File: src/source/cnn_geometry_pkg.sv
package cnn_geometry_pkg;

	// 3x3 kernel over a single input channel
	localparam int KERNEL_DIM = 3;

	// taps are row-major, tap = row * KERNEL_DIM + col
	localparam int KERNEL_TAPS = KERNEL_DIM * KERNEL_DIM;

	localparam int OUT_CHANNELS = 8;

	// weight address a maps to tap a / OUT_CHANNELS, channel a % OUT_CHANNELS
	localparam int WEIGHT_COUNT = KERNEL_TAPS * OUT_CHANNELS;

	// multiply stage plus adder stage
	localparam int PIPE_LATENCY = 2;

	typedef enum logic [1:0] {
		seq_idle,
		seq_prime,
		seq_emit
	} seq_state_t;

	typedef enum logic [1:0] {
		ld_idle,
		ld_load,
		ld_frozen
	} load_state_t;

endpackage

File: src/source/cnn_data_pkg.sv
package cnn_data_pkg;

	typedef logic signed [15:0] pixel_t;
	typedef logic signed [15:0] weight_t;
	typedef logic signed [15:0] bias_t;
	typedef logic signed [15:0] feature_t;

	// row, column or memory address
	typedef logic [15:0] coord_t;

	typedef logic signed [31:0] product_t;

	// nine 32-bit products need four guard bits
	typedef logic signed [35:0] acc_t;

	typedef struct packed
	{
		pixel_t [cnn_geometry_pkg::KERNEL_TAPS-1:0] tap;
	} window_t;

	typedef weight_t [cnn_geometry_pkg::KERNEL_TAPS-1:0][cnn_geometry_pkg::OUT_CHANNELS-1:0]
		kernel_weights_t;

	typedef bias_t [cnn_geometry_pkg::OUT_CHANNELS-1:0] bias_vec_t;

	typedef product_t [cnn_geometry_pkg::KERNEL_TAPS-1:0][cnn_geometry_pkg::OUT_CHANNELS-1:0]
		products_t;

	// channel 0 sits in the low bits of output_data
	typedef feature_t [cnn_geometry_pkg::OUT_CHANNELS-1:0] feature_vec_t;

	// weights are Q7.8
	localparam int FRAC_BITS = 8;

endpackage

File: src/source/coeff_loader.sv
`timescale 1ns/100ps
module coeff_loader #(
	parameter int  COUNT   = 8,
	parameter type coeff_t = logic [15:0]
) (
	input  logic                 clk,
	input  logic                 rst,
	input  logic                 store_done,
	input  coeff_t               data,
	output logic                 read_signal,
	output cnn_data_pkg::coord_t read_addr,
	output coeff_t [COUNT-1:0]   coeffs
);
	import cnn_geometry_pkg::*;
	import cnn_data_pkg::*;

	localparam coord_t LAST_ADDR = coord_t'(COUNT - 1);

	load_state_t state_q;
	coord_t      addr_q;

	always_ff @(posedge clk or posedge rst)
	begin
		if (rst)
		begin
			state_q <= ld_idle;
			addr_q  <= '0;
			coeffs  <= '0;
		end
		else
		begin
			case (state_q)
				ld_idle:
				begin
					if (store_done)
						state_q <= ld_load;
				end
				ld_load:
				begin
					// new word enters at the top, address 0 drifts down to index 0
					coeffs <= {data, coeffs[COUNT-1:1]};
					if (addr_q == LAST_ADDR)
						state_q <= ld_frozen;
					else
						addr_q <= addr_q + 1'b1;
				end
				// held until the next reset
				ld_frozen: state_q <= ld_frozen;
				default:   state_q <= ld_idle;
			endcase
		end
	end

	assign read_signal = (state_q == ld_load);
	assign read_addr   = addr_q;

	addr_in_range: assert property (@(posedge clk) disable iff (rst)
		read_signal |-> read_addr <= LAST_ADDR);

endmodule

File: config.mk
export PLATFORM = sky130hd
export DESIGN_NAME = coeff_loader
export DESIGN_NICKNAME = d
export VERILOG_FILES = /design/src/source/cnn_geometry_pkg.sv /design/src/source/cnn_data_pkg.sv /design/src/source/coeff_loader.sv
export SDC_FILE = /design/constraint.sdc
export NUM_CORES = 1
export LEC_CHECK = 0
export BUFFER_PORTS_ARGS = -buffer_cell sky130_fd_sc_hd__buf_2
export CAP_MARGIN = 20
export CORE_MARGIN = 5
export CORE_UTILIZATION = 55
export DETAILED_ROUTE_END_ITERATION = 10
export PLACE_DENSITY = 0.82
export SLEW_MARGIN = 20
export SYNTH_ARGS = -nofsm -noshare
export SYNTH_HDL_FRONTEND = slang
export SYNTH_SLANG_ARGS = --single-unit
File: constraint.sdc
create_clock -name clk -period 11.5 [get_ports clk]
set_input_delay 1.725 -clock clk [delete_from_list [all_inputs] [get_ports clk]]
set_output_delay 1.725 -clock clk [all_outputs]
set_load 0.01 [all_outputs]
==> results.txt <==
Clock Skews - 4.075 ps
die height - 110.8 µm
cts hold-fix bufs - 0
Setup crit end kind - primary output
largest net degree at the start of global routing - 91
most common flop cell mapped by yosys - dfrtp_1
Mapped Cells - 347
Clock Power Share - 23.8%
num rows - 36
Die Width - 110.8 µm
Layout Nets - 539
period utilisation layout - 33.44%
clock root cell - clkbuf_8
Cell Area, Synth - 5587 µm²
Syn Area/Cell - 16.10 µm²
DIE AREA - 12270 µm²
Pwr Total - 2.353 mW
Wirelength per Cell - 17.60 µm
Yosys warning count - 0
crit-path max FO - 79
Remaining Overflow, GRT - 0
CP max-delay cell - ha_4
largest area contributor in the netlist - dfrtp_1
uppermost layer routed - met4
Filler cells - 701
DP Wirelength - 7971 µm
met3 wire len - 692 µm
NetSw - 0.7882 mW
Synth cell types - 22
Cell Chain, Critical Path - inv_1, ha_4, buf_2
DR iter-0 viols - 187
area delta synth->final - 28.09%
combinational power share - 36.0%
clock tree sinks - 146
Core Area - 9819 µm²
share of cells above drive strength 1 - 62.57%
final worst slack - 7654 ps
post-cts sizing count - 0
Setup-failing EPs final - 0
R2R depth - 4
vias in the first global route - 3591
Ports - 164
fin. max-slew vios - 0
most frequent cell after synthesis - dfrtp_1
sequential power share - 40.2%
Yosys reg bits - 146
Slew @ Worst Pin - 1028 ps
initial core utilization - 56.89%
Setup TNS - 0 ps
GRT Total Usage - 19.62%
Inst Count DP - 630
Reg clk slew, reported paths - 60 ps
power density over cell area - 328.8 nW/µm²
synth cell count leaders - dfrtp_1 (146), mux2_2 (129), clkbuf_1 (12), xnor2_1 (12)
design internal power - 1.565 mW
min cycle time layout - 3846 ps
number of clock buffers inserted by TritonCTS - 17
CTS tree - built
initial antenna violation count - 0
DRT Pass-1 Iters - 4
PortBufs - 163
wire length on met1 - 5096 µm
worst hold path class - register to register
Post-synth EDFFs - 0
maximum clock path buffer count - 2
Synth async-reset ratio - 100.0%
Routed WL - 11650 µm
Via-to-Cell Ratio - 5.207
clk_lat worst skew - 510 ps
Synth top area share - 65.40%
sequential share of the synthesized area - 65.40%
hold depth - 1
CP max stage delay - 820 ps
Fmax achieved - 260.0 MHz
switching share of power - 33.50%
drc violations - 0
antenna fix cells - 0
Worst setup SP type - register
Setup WS pre-CTS - 8145 ps
status - completed
Mapped Nets - 370
Post-Layout Cell Count - 662
Worst EP arrival - 2120 ps
H-tree depth - 4
first-pass GRT wire length - 19420 µm
maximum VDD drop - 0.0002383 V
detailed-routed wire length on met2 - 5633 µm
Hold Violations, Final - 0
vias - 3447
Synth area leaders - dfrtp_1 (65%), mux2_2 (26%), xnor2_1 (1.9%)
max_cap viols - 0
Leak - 3.483 nW
Detail Route Antenna Nets - 0
RSZ-0062 raised after global routing - no
GPL Wtd Cong - 0.8266
Worst EP required - 9780 ps
Slew headroom - 31.47%
CP Class - register to primary output
Post-CTS Setup Repair Bufs - 0
Final Hold Slack - 499.3 ps
==> per-layer routing <==
layer | track usage, % | vias up
li1 | - | 1564
met1 | 25.87 | 1748
met2 | 30.30 | 118
met3 | 6.059 | 17
met4 | 8.292 | 0
met5 | 0 | -
==> cells by family (layout without fill, tap and decap cells) <==
kind of cell / count (synthesis) / in the layout / share of synthesized area, %
DFF: 146 / 146 / 65.40
and+or+nand+nor: 28 / 28 / 2.889
buffers and inverters: 21 / 203 / 1.411
muxes: 131 / 131 / 26.41
xor gates and xnor gates: 15 / 15 / 2.352
AOI/OAI and AO/OA: 2 / 2 / 0.6496
adders and majority gates: 4 / 4 / 0.8959
==> cell usage in the layout, fill, tap and decap left out, types with 2 or more instances in the layout <==
master and n:
mux2_2 129, nor2_1 2, ha_1 3, nor3_1 4, dfrtp_1 146, clkbuf_16 16
nand4_1 3, clkinv_4 3, nand3_1 6, xor2_1 3, buf_2 163, inv_6 2
clkinvlp_4 2, xnor2_1 12, clkbuf_1 2, clkinv_2 3, nand2_1 6, mux2_1 2
inv_1 5, or4_4 2, bufinv_16 4
==> final cells by class <==
| cell class | instances | area (µm²) | share of cell area [%] |
|---|---|---|---|
| Sequential cell | 146 | 3654 | 51.06 |
| Multi-Input combinational cell | 180 | 1867 | 26.09 |
| Timing Repair Buffer | 165 | 834.6 | 11.66 |
| Clock buffer | 19 | 421.7 | 5.893 |
| Clock inverter | 13 | 185.2 | 2.588 |
| Tap cell | 133 | 166.4 | 2.326 |
| Inverter | 6 | 27.53 | 0.3847 |
==> worst paths after layout <==
kind / startpoint / to / slack (ps)
min in group asynchronous: rst / coeffs[17] / 1260
max reg2reg: state_q[1] / coeffs[10] / 8870
min: state_q[1] / state_q[1] / 500
min reg2reg: state_q[1] / state_q[1] / 500
max: state_q[1] / read_signal / 7650
max in group asynchronous: rst / coeffs[119] / 9090
==> flip-flops by register name, indices dropped and copies added (netlist names) <==
signal     count
coeffs       128
state_q        2
read_addr     16
==> through the flow <==
step	instance area (µm²)	util (%)
floorplan	5587	-
global placement	6545	66.65
detailed placement	6545	66.65
CTS	7152	72.83
global route	7156	72.87
finish	7156	72.87
==> power by group through the flow <==
stage	Sequential [mW]	Combinational, mW	Clock (mW)
detailed placement	0.950	0.856	0
global route	0.980	0.919	0.591
global placement	0.932	0.833	0
finish	0.946	0.848	0.559
floorplan	1.01	0.429	0
CTS	0.946	0.865	0.569
==> critical path: cells and delay by family (launching register included) <==
family                     cells  cell delay, ps
adders and majority gates      1             820
buffers and inverters          2             410
DFF                            1             370
Power figures use the tool's default switching activity.
