$ cat config.mk
export PLATFORM = sky130hd
export DESIGN_NAME = window_buffer
export DESIGN_NICKNAME = d
export VERILOG_FILES = /design/src/source/cnn_geometry_pkg.sv /design/src/source/cnn_data_pkg.sv /design/src/source/window_buffer.sv
export SDC_FILE = /design/constraint.sdc
export NUM_CORES = 2
export LEC_CHECK = 0
export ABC_AREA = 1
export BUFFER_PORTS_ARGS = -buffer_cell sky130_fd_sc_hd__buf_4
export CORE_MARGIN = 1
export CORE_UTILIZATION = 59
export DETAILED_ROUTE_END_ITERATION = 6
export PLACE_DENSITY = 0.75
export SLEW_MARGIN = 10
export SYNTH_ARGS = -nofsm -noshare
export SYNTH_HDL_FRONTEND = slang
export SYNTH_SLANG_ARGS = --single-unit
$ cat constraint.sdc
create_clock -name clk -period 105.3 [get_ports clk]
set_input_delay 21.06 -clock clk [delete_from_list [all_inputs] [get_ports clk]]
set_output_delay 21.06 -clock clk [all_outputs]
set_load 0.02 [all_outputs]
$ cat src/source/cnn_geometry_pkg.sv
package cnn_geometry_pkg;

	// 3x3 kernel over a single input channel
	localparam int KERNEL_DIM = 3;

	// taps are row-major, tap = row * KERNEL_DIM + col
	localparam int KERNEL_TAPS = KERNEL_DIM * KERNEL_DIM;

	localparam int OUT_CHANNELS = 8;

	// weight address a maps to tap a / OUT_CHANNELS, channel a % OUT_CHANNELS
	localparam int WEIGHT_COUNT = KERNEL_TAPS * OUT_CHANNELS;

	// multiply stage plus adder stage
	localparam int PIPE_LATENCY = 2;

	typedef enum logic [1:0] {
		seq_idle,
		seq_prime,
		seq_emit
	} seq_state_t;

	typedef enum logic [1:0] {
		ld_idle,
		ld_load,
		ld_frozen
	} load_state_t;

endpackage

$ cat src/source/cnn_data_pkg.sv
package cnn_data_pkg;

	typedef logic signed [15:0] pixel_t;
	typedef logic signed [15:0] weight_t;
	typedef logic signed [15:0] bias_t;
	typedef logic signed [15:0] feature_t;

	// row, column or memory address
	typedef logic [15:0] coord_t;

	typedef logic signed [31:0] product_t;

	// nine 32-bit products need four guard bits
	typedef logic signed [35:0] acc_t;

	typedef struct packed
	{
		pixel_t [cnn_geometry_pkg::KERNEL_TAPS-1:0] tap;
	} window_t;

	typedef weight_t [cnn_geometry_pkg::KERNEL_TAPS-1:0][cnn_geometry_pkg::OUT_CHANNELS-1:0]
		kernel_weights_t;

	typedef bias_t [cnn_geometry_pkg::OUT_CHANNELS-1:0] bias_vec_t;

	typedef product_t [cnn_geometry_pkg::KERNEL_TAPS-1:0][cnn_geometry_pkg::OUT_CHANNELS-1:0]
		products_t;

	// channel 0 sits in the low bits of output_data
	typedef feature_t [cnn_geometry_pkg::OUT_CHANNELS-1:0] feature_vec_t;

	// weights are Q7.8
	localparam int FRAC_BITS = 8;

endpackage

$ cat src/source/window_buffer.sv
`timescale 1ns/100ps
module window_buffer #(
	parameter int IMG_WIDTH = 32
) (
	input  logic                  clk,
	input  logic                  rst,
	input  logic                  pixel_valid,
	input  cnn_data_pkg::pixel_t  pixel_data,
	output cnn_data_pkg::window_t window
);
	import cnn_geometry_pkg::*;
	import cnn_data_pkg::*;

	// a pixel leaves a row after KERNEL_DIM shifts, one image row is IMG_WIDTH
	localparam int LINE_DEPTH = IMG_WIDTH - KERNEL_DIM;

	// row KERNEL_DIM-1 is the newest, column 0 the oldest
	pixel_t [KERNEL_DIM-1:0][KERNEL_DIM-1:0] rows_q;
	pixel_t [KERNEL_DIM-2:0][LINE_DEPTH-1:0] line_q;

	always_ff @(posedge clk or posedge rst)
	begin
		if (rst)
		begin
			rows_q <= '0;
			line_q <= '0;
		end
		else if (pixel_valid)
		begin
			for (int r = 0; r < KERNEL_DIM; r++)
			begin
				for (int c = 0; c < KERNEL_DIM - 1; c++)
				begin
					rows_q[r][c] <= rows_q[r][c+1];
				end
			end
			rows_q[KERNEL_DIM-1][KERNEL_DIM-1] <= pixel_data;

			// each line buffer links the tail of one row to the head of the row above
			for (int l = 0; l < KERNEL_DIM - 1; l++)
			begin
				line_q[l] <= {rows_q[l+1][0], line_q[l][LINE_DEPTH-1:1]};
				rows_q[l][KERNEL_DIM-1] <= line_q[l][0];
			end
		end
	end

	always_comb
	begin
		for (int r = 0; r < KERNEL_DIM; r++)
		begin
			for (int c = 0; c < KERNEL_DIM; c++)
			begin
				window.tap[r*KERNEL_DIM + c] = rows_q[r][c];
			end
		end
	end

endmodule

==> impl_metrics.ini <==
[final_layout]
fin_util_pct = 67.2
drive_above_1_share_pct = 7.81
antenna_cells = 0
layout.nets = 4602
syn2layout_area_growth_pct = 12.7
stdcell_area_sq_um = 45100

[timing]
fin_crit_ns = 24.50
skew_ns = 0.0310
finalSetupViolCount = 0
slew_viol_final = 0
final_hold_viol_count = 0
finalSetupTns_ns = 0
clock.fmax_mhz = 40.8
timing.final.crit_share_pct = 23.3
rsz0062_at_grt = false
worstMarginPinSlew_ns = 1.10
max-slew-margin-rel_pct = 26.7

[logic_synthesis]
async_flop_share_pct = 100
syn_nets = 4546
synth_common_cells = nand2_1 (3216), dfrtp_1 (1072), buf_2 (136)
yosysUniqueCellTypes = 9
syn_inst = 4527
yosysMostFrequentCell = nand2_1
synth_top_area_share_pct = 67.0
yosys-top-cells-area = dfrtp_1 (67%), nand2_1 (30%), buf_2 (1.7%)
yosys_warnings = 0
synth_area_per_cell_sq_um = 8.84
synth_area_sq_um = 40000
yosysTopAreaCell = dfrtp_1
synth_top_flop_cell = dfrtp_1
synth_seq_cells = 1072
seq_area_frac_synth_pct = 67.0
synth-edff-count = 0

[setup_path]
critPathKind = in -> reg
crit_chain = buf_8, inv_8, buf_12, buf_4, buf_4, nand2_1, nand2_1
crit_buf_inv = 5
r2r-start = window[57]$_DFFE_PP0P_
r2r-end = window[57]$_DFFE_PP0P_
cp-start-kind = primary input
reg2reg_slack_ns = 104.49
critical-path-max-stage-delay_ns = 0.99
critPathTopFamily = buffers and inverters
worstPathArrival_ns = 25.09
endpoint_kind = register
critPathMaxFanout = 239
cp.depth = 7
critPathSlowestCell = buf_4
rr_worst_depth = 2
cp-endpoint = line_q[496]$_DFFE_PP0P_
cp-startpoint = pixel_valid
cp_data_required_time_ns = 105.88

[clock_network]
cts_root_buffer = clkbuf_16
cts_setup_buffers = 0
cts_hold_buf = 0
cts_sinks = 1072
htree_levels = 3
cts_resized = 0
cts_made_buffers = 104
clk_latency_ns = 0.66
clkTransAtPathRegs_ns = 0.06
clock_path_buffers = 3
tritoncts = built

[global_route]
grt_pass1_wl_um = 126000
grt-ovfl-total = 0
grt_antenna_before_repair = 0
grt_pass1_vias = 26200
gr-usage-all-layers_pct = 21.6
grt_max_degree = 240

[drt]
drtPass1Iterations = 5
drc = 0
drtAntennaViolNets = 0
drt_iter0_drc = 2405
wirelength_um = 72800
drt-met1-wl_um = 32700
met2_length_um = 36500
route.vias.total = 27400
vias_per_cell = 4.94
highest_layer = met4
avgRoutedWirePerCell_um = 13.1
wl_met3_um = 2080

[floorplan]
die_h_um = 262
io_pins = 163
start_util_pct = 59.6
core-area_sq_um = 67200
die_width_um = 262
die_area_sq_um = 68900
num_rows = 95

[worst_hold_path]
hold_class = reg -> reg
holdPathStages = 2

[placed_design]
io_buffers = 162
gp_congestion = 0.809
dpl.hpwl_um = 40800
postPlaceCellArea_sq_um = 41500

[pwr]
p_total_uw = 893
powerDensity_nw_per_um2 = 19.8
p_leak_uw = 0.0264
vdd_ir_drop_max_uv = 18.5

[run]
maxCapViolCount = 0

[status]
status = finished, final reports clean
logic make-up (layout without fill, tap and decap cells):
family | Yosys count | count (layout) | share of synthesized area [%]
DFF | 1072 | 1072 | 67.0
and+or+nand+nor | 3216 | 3216 | 30.2
buffers and inverters | 239 | 384 | 2.78
metal layers:
metal | up-vias | global-route usage, %
li1 | 13700 | -
met1 | 13300 | 30.3
met2 | 305 | 35.8
met3 | 103 | 3.21
met4 | 0 | 5.76
met5 | - | 0
worst min-delay path by stage:
stage	startpoint	to	slack, ns
2_1_floorplan	line_q[418]$_DFFE_PP0P_	line_q[418]$_DFFE_PP0P_	0.44
3_3_place_gp	line_q[224]$_DFFE_PP0P_	line_q[224]$_DFFE_PP0P_	0.45
3_5_place_dp	line_q[201]$_DFFE_PP0P_	line_q[185]$_DFFE_PP0P_	0.46
4_1_cts	line_q[641]$_DFFE_PP0P_	line_q[625]$_DFFE_PP0P_	0.45
5_1_grt	line_q[641]$_DFFE_PP0P_	line_q[625]$_DFFE_PP0P_	0.46
6_report	line_q[641]$_DFFE_PP0P_	line_q[625]$_DFFE_PP0P_	0.46
worst reg2reg max path, cell delays in order (launching register included):
cell	delay (ns)
dfrtp_1	0.51
nand2_1	0.13
nand2_1	0.06
sequential cells by signal (all words and copies together) (netlist names):
signal,cells
window,144
line_q,928
power breakdown:
| part | internal (uW) | leakage, uW | total (uW) | switching [uW] |
|---|---|---|---|---|
| clock | 227 | 0.00180 | 382 | 155 |
| sequential | 440 | 0.0147 | 457 | 16.2 |
| combinational | 16.7 | 0.00983 | 54.6 | 37.8 |
final cells by class:
| type | instances | area [sq um] |
|---|---|---|
| Sequential cell | 1072 | 26800 |
| Fill cell | 5186 | 22100 |
| Multi-Input combinational cell | 3216 | 12100 |
| Clock buffer | 155 | 3150 |
| Timing Repair Buffer | 187 | 1470 |
| Tap cell | 873 | 1090 |
| Clock inverter | 40 | 464 |
| Inverter | 2 | 22.5 |
placed cells by master (no fill, tap or decap), drive strengths merged:
master	netlist	final
buf	166	187
bufinv	0	8
clkbuf	71	155
clkinv	0	28
clkinvlp	0	2
dfrtp	1072	1072
inv	2	4
nand2	3216	3216
per-stage QoR:
| stage | setup WS (ns) | instances | hold slack, ns |
|---|---|---|---|
| 2_1_floorplan | 54.06 | 4527 | 0.442 |
| 3_3_place_gp | 80.03 | 5350 | 0.453 |
| 3_5_place_dp | 80.02 | 5350 | 0.456 |
| 4_1_cts | 80.68 | 5545 | 0.453 |
| 5_1_grt | 80.28 | 5545 | 0.461 |
| 6_report | 80.80 | 5545 | 0.455 |
Power figures use the tool's default switching activity.
