[src/source/cnn_geometry_pkg.sv]
package cnn_geometry_pkg;

	// 3x3 kernel over a single input channel
	localparam int KERNEL_DIM = 3;

	// taps are row-major, tap = row * KERNEL_DIM + col
	localparam int KERNEL_TAPS = KERNEL_DIM * KERNEL_DIM;

	localparam int OUT_CHANNELS = 8;

	// weight address a maps to tap a / OUT_CHANNELS, channel a % OUT_CHANNELS
	localparam int WEIGHT_COUNT = KERNEL_TAPS * OUT_CHANNELS;

	// multiply stage plus adder stage
	localparam int PIPE_LATENCY = 2;

	typedef enum logic [1:0] {
		seq_idle,
		seq_prime,
		seq_emit
	} seq_state_t;

	typedef enum logic [1:0] {
		ld_idle,
		ld_load,
		ld_frozen
	} load_state_t;

endpackage

[src/source/cnn_data_pkg.sv]
package cnn_data_pkg;

	typedef logic signed [15:0] pixel_t;
	typedef logic signed [15:0] weight_t;
	typedef logic signed [15:0] bias_t;
	typedef logic signed [15:0] feature_t;

	// row, column or memory address
	typedef logic [15:0] coord_t;

	typedef logic signed [31:0] product_t;

	// nine 32-bit products need four guard bits
	typedef logic signed [35:0] acc_t;

	typedef struct packed
	{
		pixel_t [cnn_geometry_pkg::KERNEL_TAPS-1:0] tap;
	} window_t;

	typedef weight_t [cnn_geometry_pkg::KERNEL_TAPS-1:0][cnn_geometry_pkg::OUT_CHANNELS-1:0]
		kernel_weights_t;

	typedef bias_t [cnn_geometry_pkg::OUT_CHANNELS-1:0] bias_vec_t;

	typedef product_t [cnn_geometry_pkg::KERNEL_TAPS-1:0][cnn_geometry_pkg::OUT_CHANNELS-1:0]
		products_t;

	// channel 0 sits in the low bits of output_data
	typedef feature_t [cnn_geometry_pkg::OUT_CHANNELS-1:0] feature_vec_t;

	// weights are Q7.8
	localparam int FRAC_BITS = 8;

endpackage

[src/source/frame_sequencer.sv]
`timescale 1ns/100ps
module frame_sequencer #(
	parameter int IMG_WIDTH = 32
) (
	input  logic                 clk,
	input  logic                 rst,
	input  logic                 pixel_store_done,
	output logic                 read_pixel_signal,
	output cnn_data_pkg::coord_t read_row_addr,
	output cnn_data_pkg::coord_t read_col_addr,
	output logic                 pixel_valid,
	output logic                 save_enable,
	output cnn_data_pkg::coord_t output_row,
	output cnn_data_pkg::coord_t output_col,
	output logic                 layer1_calculation_done
);
	import cnn_geometry_pkg::*;
	import cnn_data_pkg::*;

	typedef struct packed
	{
		logic   valid;
		logic   last;
		coord_t row;
		coord_t col;
	} out_pos_t;

	localparam coord_t LAST_IDX = coord_t'(IMG_WIDTH - 1);
	localparam coord_t EDGE     = coord_t'(KERNEL_DIM - 1);

	seq_state_t                state_q;
	seq_state_t                state_d;
	coord_t                    row_q;
	coord_t                    col_q;
	logic                      row_end;
	out_pos_t                  pos_now;
	out_pos_t [PIPE_LATENCY:0] pos_pipe_q;

	assign row_end = (col_q == LAST_IDX);

	always_comb
	begin
		state_d = state_q;
		case (state_q)
			seq_idle:
			begin
				if (pixel_store_done)
					state_d = seq_prime;
			end
			// first rows only fill the line buffers
			seq_prime:
			begin
				if (row_end && row_q == EDGE - 1'b1)
					state_d = seq_emit;
			end
			seq_emit:
			begin
				if (row_end && row_q == LAST_IDX)
					state_d = seq_idle;
			end
			default: state_d = seq_idle;
		endcase
	end

	// window for (r,c) completes as pixel (r+2,c+2) is read
	always_comb
	begin
		pos_now.valid = (state_q == seq_emit) && (col_q >= EDGE);
		pos_now.last  = row_end && (row_q == LAST_IDX);
		pos_now.row   = row_q - EDGE;
		pos_now.col   = col_q - EDGE;
	end

	always_ff @(posedge clk or posedge rst)
	begin
		if (rst)
		begin
			state_q    <= seq_idle;
			row_q      <= '0;
			col_q      <= '0;
			pos_pipe_q <= '0;
		end
		else
		begin
			state_q <= state_d;
			// stage 0 lines up with the window registers
			pos_pipe_q <= {pos_pipe_q[PIPE_LATENCY-1:0], pos_now};
			if (read_pixel_signal)
			begin
				if (row_end)
				begin
					col_q <= '0;
					row_q <= (row_q == LAST_IDX) ? '0 : row_q + 1'b1;
				end
				else
				begin
					col_q <= col_q + 1'b1;
				end
			end
		end
	end

	assign read_pixel_signal       = (state_q != seq_idle);
	assign read_row_addr           = row_q;
	assign read_col_addr           = col_q;
	assign pixel_valid             = read_pixel_signal;
	assign save_enable             = pos_pipe_q[PIPE_LATENCY].valid;
	assign output_row              = pos_pipe_q[PIPE_LATENCY].row;
	assign output_col              = pos_pipe_q[PIPE_LATENCY].col;
	assign layer1_calculation_done = pos_pipe_q[PIPE_LATENCY].valid
		&& pos_pipe_q[PIPE_LATENCY].last;

	// done marks the final save, nothing follows it
	done_ends_frame: assert property (@(posedge clk) disable iff (rst)
		layer1_calculation_done |-> save_enable ##1 !save_enable);

endmodule

[config.mk]
export PLATFORM = sky130hd
export DESIGN_NAME = frame_sequencer
export DESIGN_NICKNAME = d
export VERILOG_FILES = /design/src/source/cnn_geometry_pkg.sv /design/src/source/cnn_data_pkg.sv /design/src/source/frame_sequencer.sv
export SDC_FILE = /design/constraint.sdc
export NUM_CORES = 1
export LEC_CHECK = 0
export CORE_UTILIZATION = 35
export CTS_BUF_LIST = sky130_fd_sc_hd__clkbuf_8
export CTS_CLUSTER_DIAMETER = 100
export DETAILED_ROUTE_END_ITERATION = 10
export DONT_BUFFER_PORTS = 1
export GPL_TIMING_DRIVEN = 0
export PLACE_DENSITY = 0.54
export SLEW_MARGIN = 30
export SYNTH_ARGS = -nofsm -noshare
export SYNTH_HDL_FRONTEND = slang
export SYNTH_SLANG_ARGS = --single-unit
[constraint.sdc]
create_clock -name clk -period 8.9 [get_ports clk]
set_input_delay 0.445 -clock clk [delete_from_list [all_inputs] [get_ports clk]]
set_output_delay 0.445 -clock clk [all_outputs]
set_load 0.02 [all_outputs]
==> impl_metrics.env <==
export IMPL_post_route_min_period_ps=2400
export IMPL_required_ps=9260
export IMPL_n_antenna_cell=0
export IMPL_cts_sinks=136
export IMPL_synth_top_cell_by_area="dfrtp_1"
export IMPL_setup_violations=0
export IMPL_p_total_mw=1.95
export IMPL_area_delta_synth_final_pct=14.8
export IMPL_drtPass1Iterations=4
export IMPL_clockBufferDepth=2
export IMPL_synthTopCellsByArea="dfrtp_1 67%, buf_4 5.1%, xnor2_1 4.8%"
export IMPL_worst_pin_slew_ps=868
export IMPL_gp_congestion=0.738
export IMPL_die_w_um=123
export IMPL_fin_skew_ps=10.4
export IMPL_initial_core_util=0.364
export IMPL_ys_ff_latch=136
export IMPL_synth_top_area_frac=0.666
export IMPL_antenna_found_initial=0
export IMPL_rsz0062_at_grt="no"
export IMPL_vdd_ir_drop_max_mv=0.0900
export IMPL_drc_errors=0
export IMPL_drv_slew=0
export IMPL_track_usage=0.133
export IMPL_fin_setup_tns_ps=0
export IMPL_viasPerCell=4.64
export IMPL_yosys_warnings=0
export IMPL_clockRootBuffer="clkbuf_8"
export IMPL_dr_first_iter_drc_count=122
export IMPL_final_fill_count=1309
export IMPL_synthesis_area_sq_um=5110
export IMPL_dp_hpwl_mm=6.12
export IMPL_end_kind="flip-flop"
export IMPL_grt_start_max_net_pins=80
export IMPL_synth_nets=405
export IMPL_path_max_fanout=8
export IMPL_die_area_sq_um=15100
export IMPL_dp_cells=575
export IMPL_final_common_cell="dfrtp_1"
export IMPL_totalWireLength_mm=9.00
export IMPL_yosysSeqAreaShare=0.666
export IMPL_grt_ovfl_total=0
export IMPL_grt_pass1_wl_mm=14.8
export IMPL_wl_per_cell_um=14.8
export IMPL_critPathKind="flip-flop to flip-flop"
export IMPL_powerDensity_nw_per_um2=333
export IMPL_nNetsFinal=426
export IMPL_slew_limit_headroom=0.416
export IMPL_ant_nets=0
export IMPL_grt_pass1_vias=2877
export IMPL_ioPinCount=71
export IMPL_clk_pin_slew_ps=70
export IMPL_fin_crit_sh=0.270
export IMPL_die_height_um=123
export IMPL_hold_path_class="input port to flip-flop"
export IMPL_max_freq_ghz=0.416
export IMPL_multiInputGateArea_sq_um=1330
export IMPL_arrival_ps=2760
export IMPL_cts_tree="done"
export IMPL_final_cell_mix="136 x dfrtp_1, 35 x buf_4, 28 x xnor2_1"
export IMPL_io_buffers=0
export IMPL_cts_buffers=17
export IMPL_via_count=2819
export IMPL_p_leak_nw=2.67
export IMPL_holdWs_ps=176
export IMPL_coreArea_sq_um=14000
export IMPL_rows=43
export IMPL_start_kind="flip-flop"
export IMPL_area_sequential_sq_um=3400
export IMPL_clk_latency_ps=430
export IMPL_netlist_instances=394
export IMPL_final_hold_violation_count=0
export IMPL_final_cells=608
export IMPL_syn_area_per_cell_sq_um=13.0
export IMPL_yosys_cell_types_count=39
export IMPL_cap_violations=0
export IMPL_status="finished clean"
export IMPL_drive_gt1_frac=0.180
export IMPL_cts_max_level=4
-- through the flow --
step | utilization | setup slack, ps | cell area, sq um
2_1_floorplan | - | 4820 | 5110
3_3_place_gp | 0.380 | 3390 | 5340
3_5_place_dp | 0.383 | 6500 | 5370
4_1_cts | 0.418 | 6480 | 5870
5_1_grt | 0.418 | 6250 | 5870
6_report | 0.418 | 6500 | 5870
-- critical path: stages, from the launching register on --
cell	delay (ps)
dfrtp_1	610
ha_1	350
nor4bb_1	300
nand4_1	380
nor4_1	530
o2bb2ai_1	160
-- final timing paths --
path	from	slack, ps	depth (start not counted)	to
worst min-delay path	pixel_store_done	180	2	state_q[0]
worst max register to register	read_col_addr[1]	6500	5	state_q[1]
max in group asynchronous	rst	7670	3	pos_pipe_q[41]
worst min register to register	pos_pipe_q[50]	350	0	output_row[0]
min in group asynchronous	rst	590	2	read_row_addr[4]
worst max-delay path	read_col_addr[1]	6500	5	state_q[1]
-- cells by family after synthesis --
logic type      after synthesis  share of synthesized area
compound gates               13                     0.0176
xor+xnor                     50                     0.0856
fa+ha+maj                     8                     0.0196
buf+inv                      65                     0.0744
flops                       136                      0.666
mux                           2                    0.00416
simple gates                120                      0.133
-- cell type report --
class / count / area share
multi-input cells: 193 / 0.227
repair buffers: 2 / 0.00639
clock buffers: 19 / 0.0445
inverters: 12 / 0.00895
plain buffers: 53 / 0.0571
well taps: 180 / 0.0384
flip-flops and latches: 136 / 0.580
clock inverters: 13 / 0.0384
-- registers in the layout, summed over array words and instances, names as in the netlist --
signal and flops:
output_col 16, output_row 16, pos_pipe_q 69, read_col_addr 16, read_row_addr 16, save_enable 1, state_q 2
-- synth_stat cells (all sizes together) --
| master | count |
|---|---|
| mux2i | 1 |
| o211ai | 2 |
| ha | 8 |
| nor2 | 20 |
| and2 | 5 |
| nor2b | 1 |
| inv | 12 |
| o31ai | 3 |
| o2bb2ai | 1 |
| nand2b | 2 |
| nand2 | 24 |
| a31oi | 1 |
| or4 | 3 |
| nand4b | 3 |
| nor4bb | 2 |
| xor2 | 22 |
| and4 | 3 |
| nor3 | 15 |
| and3 | 4 |
| o211a | 1 |
| nor4 | 10 |
| a21oi | 2 |
| nand3 | 14 |
| buf | 38 |
| mux2 | 1 |
| and3b | 1 |
| dfrtp | 136 |
| o21ai | 2 |
| a211oi | 1 |
| clkbuf | 15 |
| xnor2 | 28 |
| nand4 | 12 |
| nor3b | 1 |
-- per-layer routing --
metal	global-route usage	share of wire
met1	0.162	0.44
met2	0.201	0.47
met3	0.0586	0.072
met4	0.0671	0.020
met5	0	0
-- where the power goes --
part	switching [mW]	internal [mW]	total (mW)	leakage, nW
Clock	0.228	0.376	0.604	0.245
Sequential	0.0957	0.812	0.907	1.63
Combinational	0.265	0.178	0.444	0.794
Total	0.589	1.37	1.95	2.67
-- repair_timing --
action / in CTS / in global routing
endpoints found under the setup margin: 0 / 0
endpoints found under the hold margin: 78 / 0
gates resized for setup: 0 / 0
setup buffers: 0 / 0
hold buffers: 1 / 0
Power figures use the tool's default switching activity.
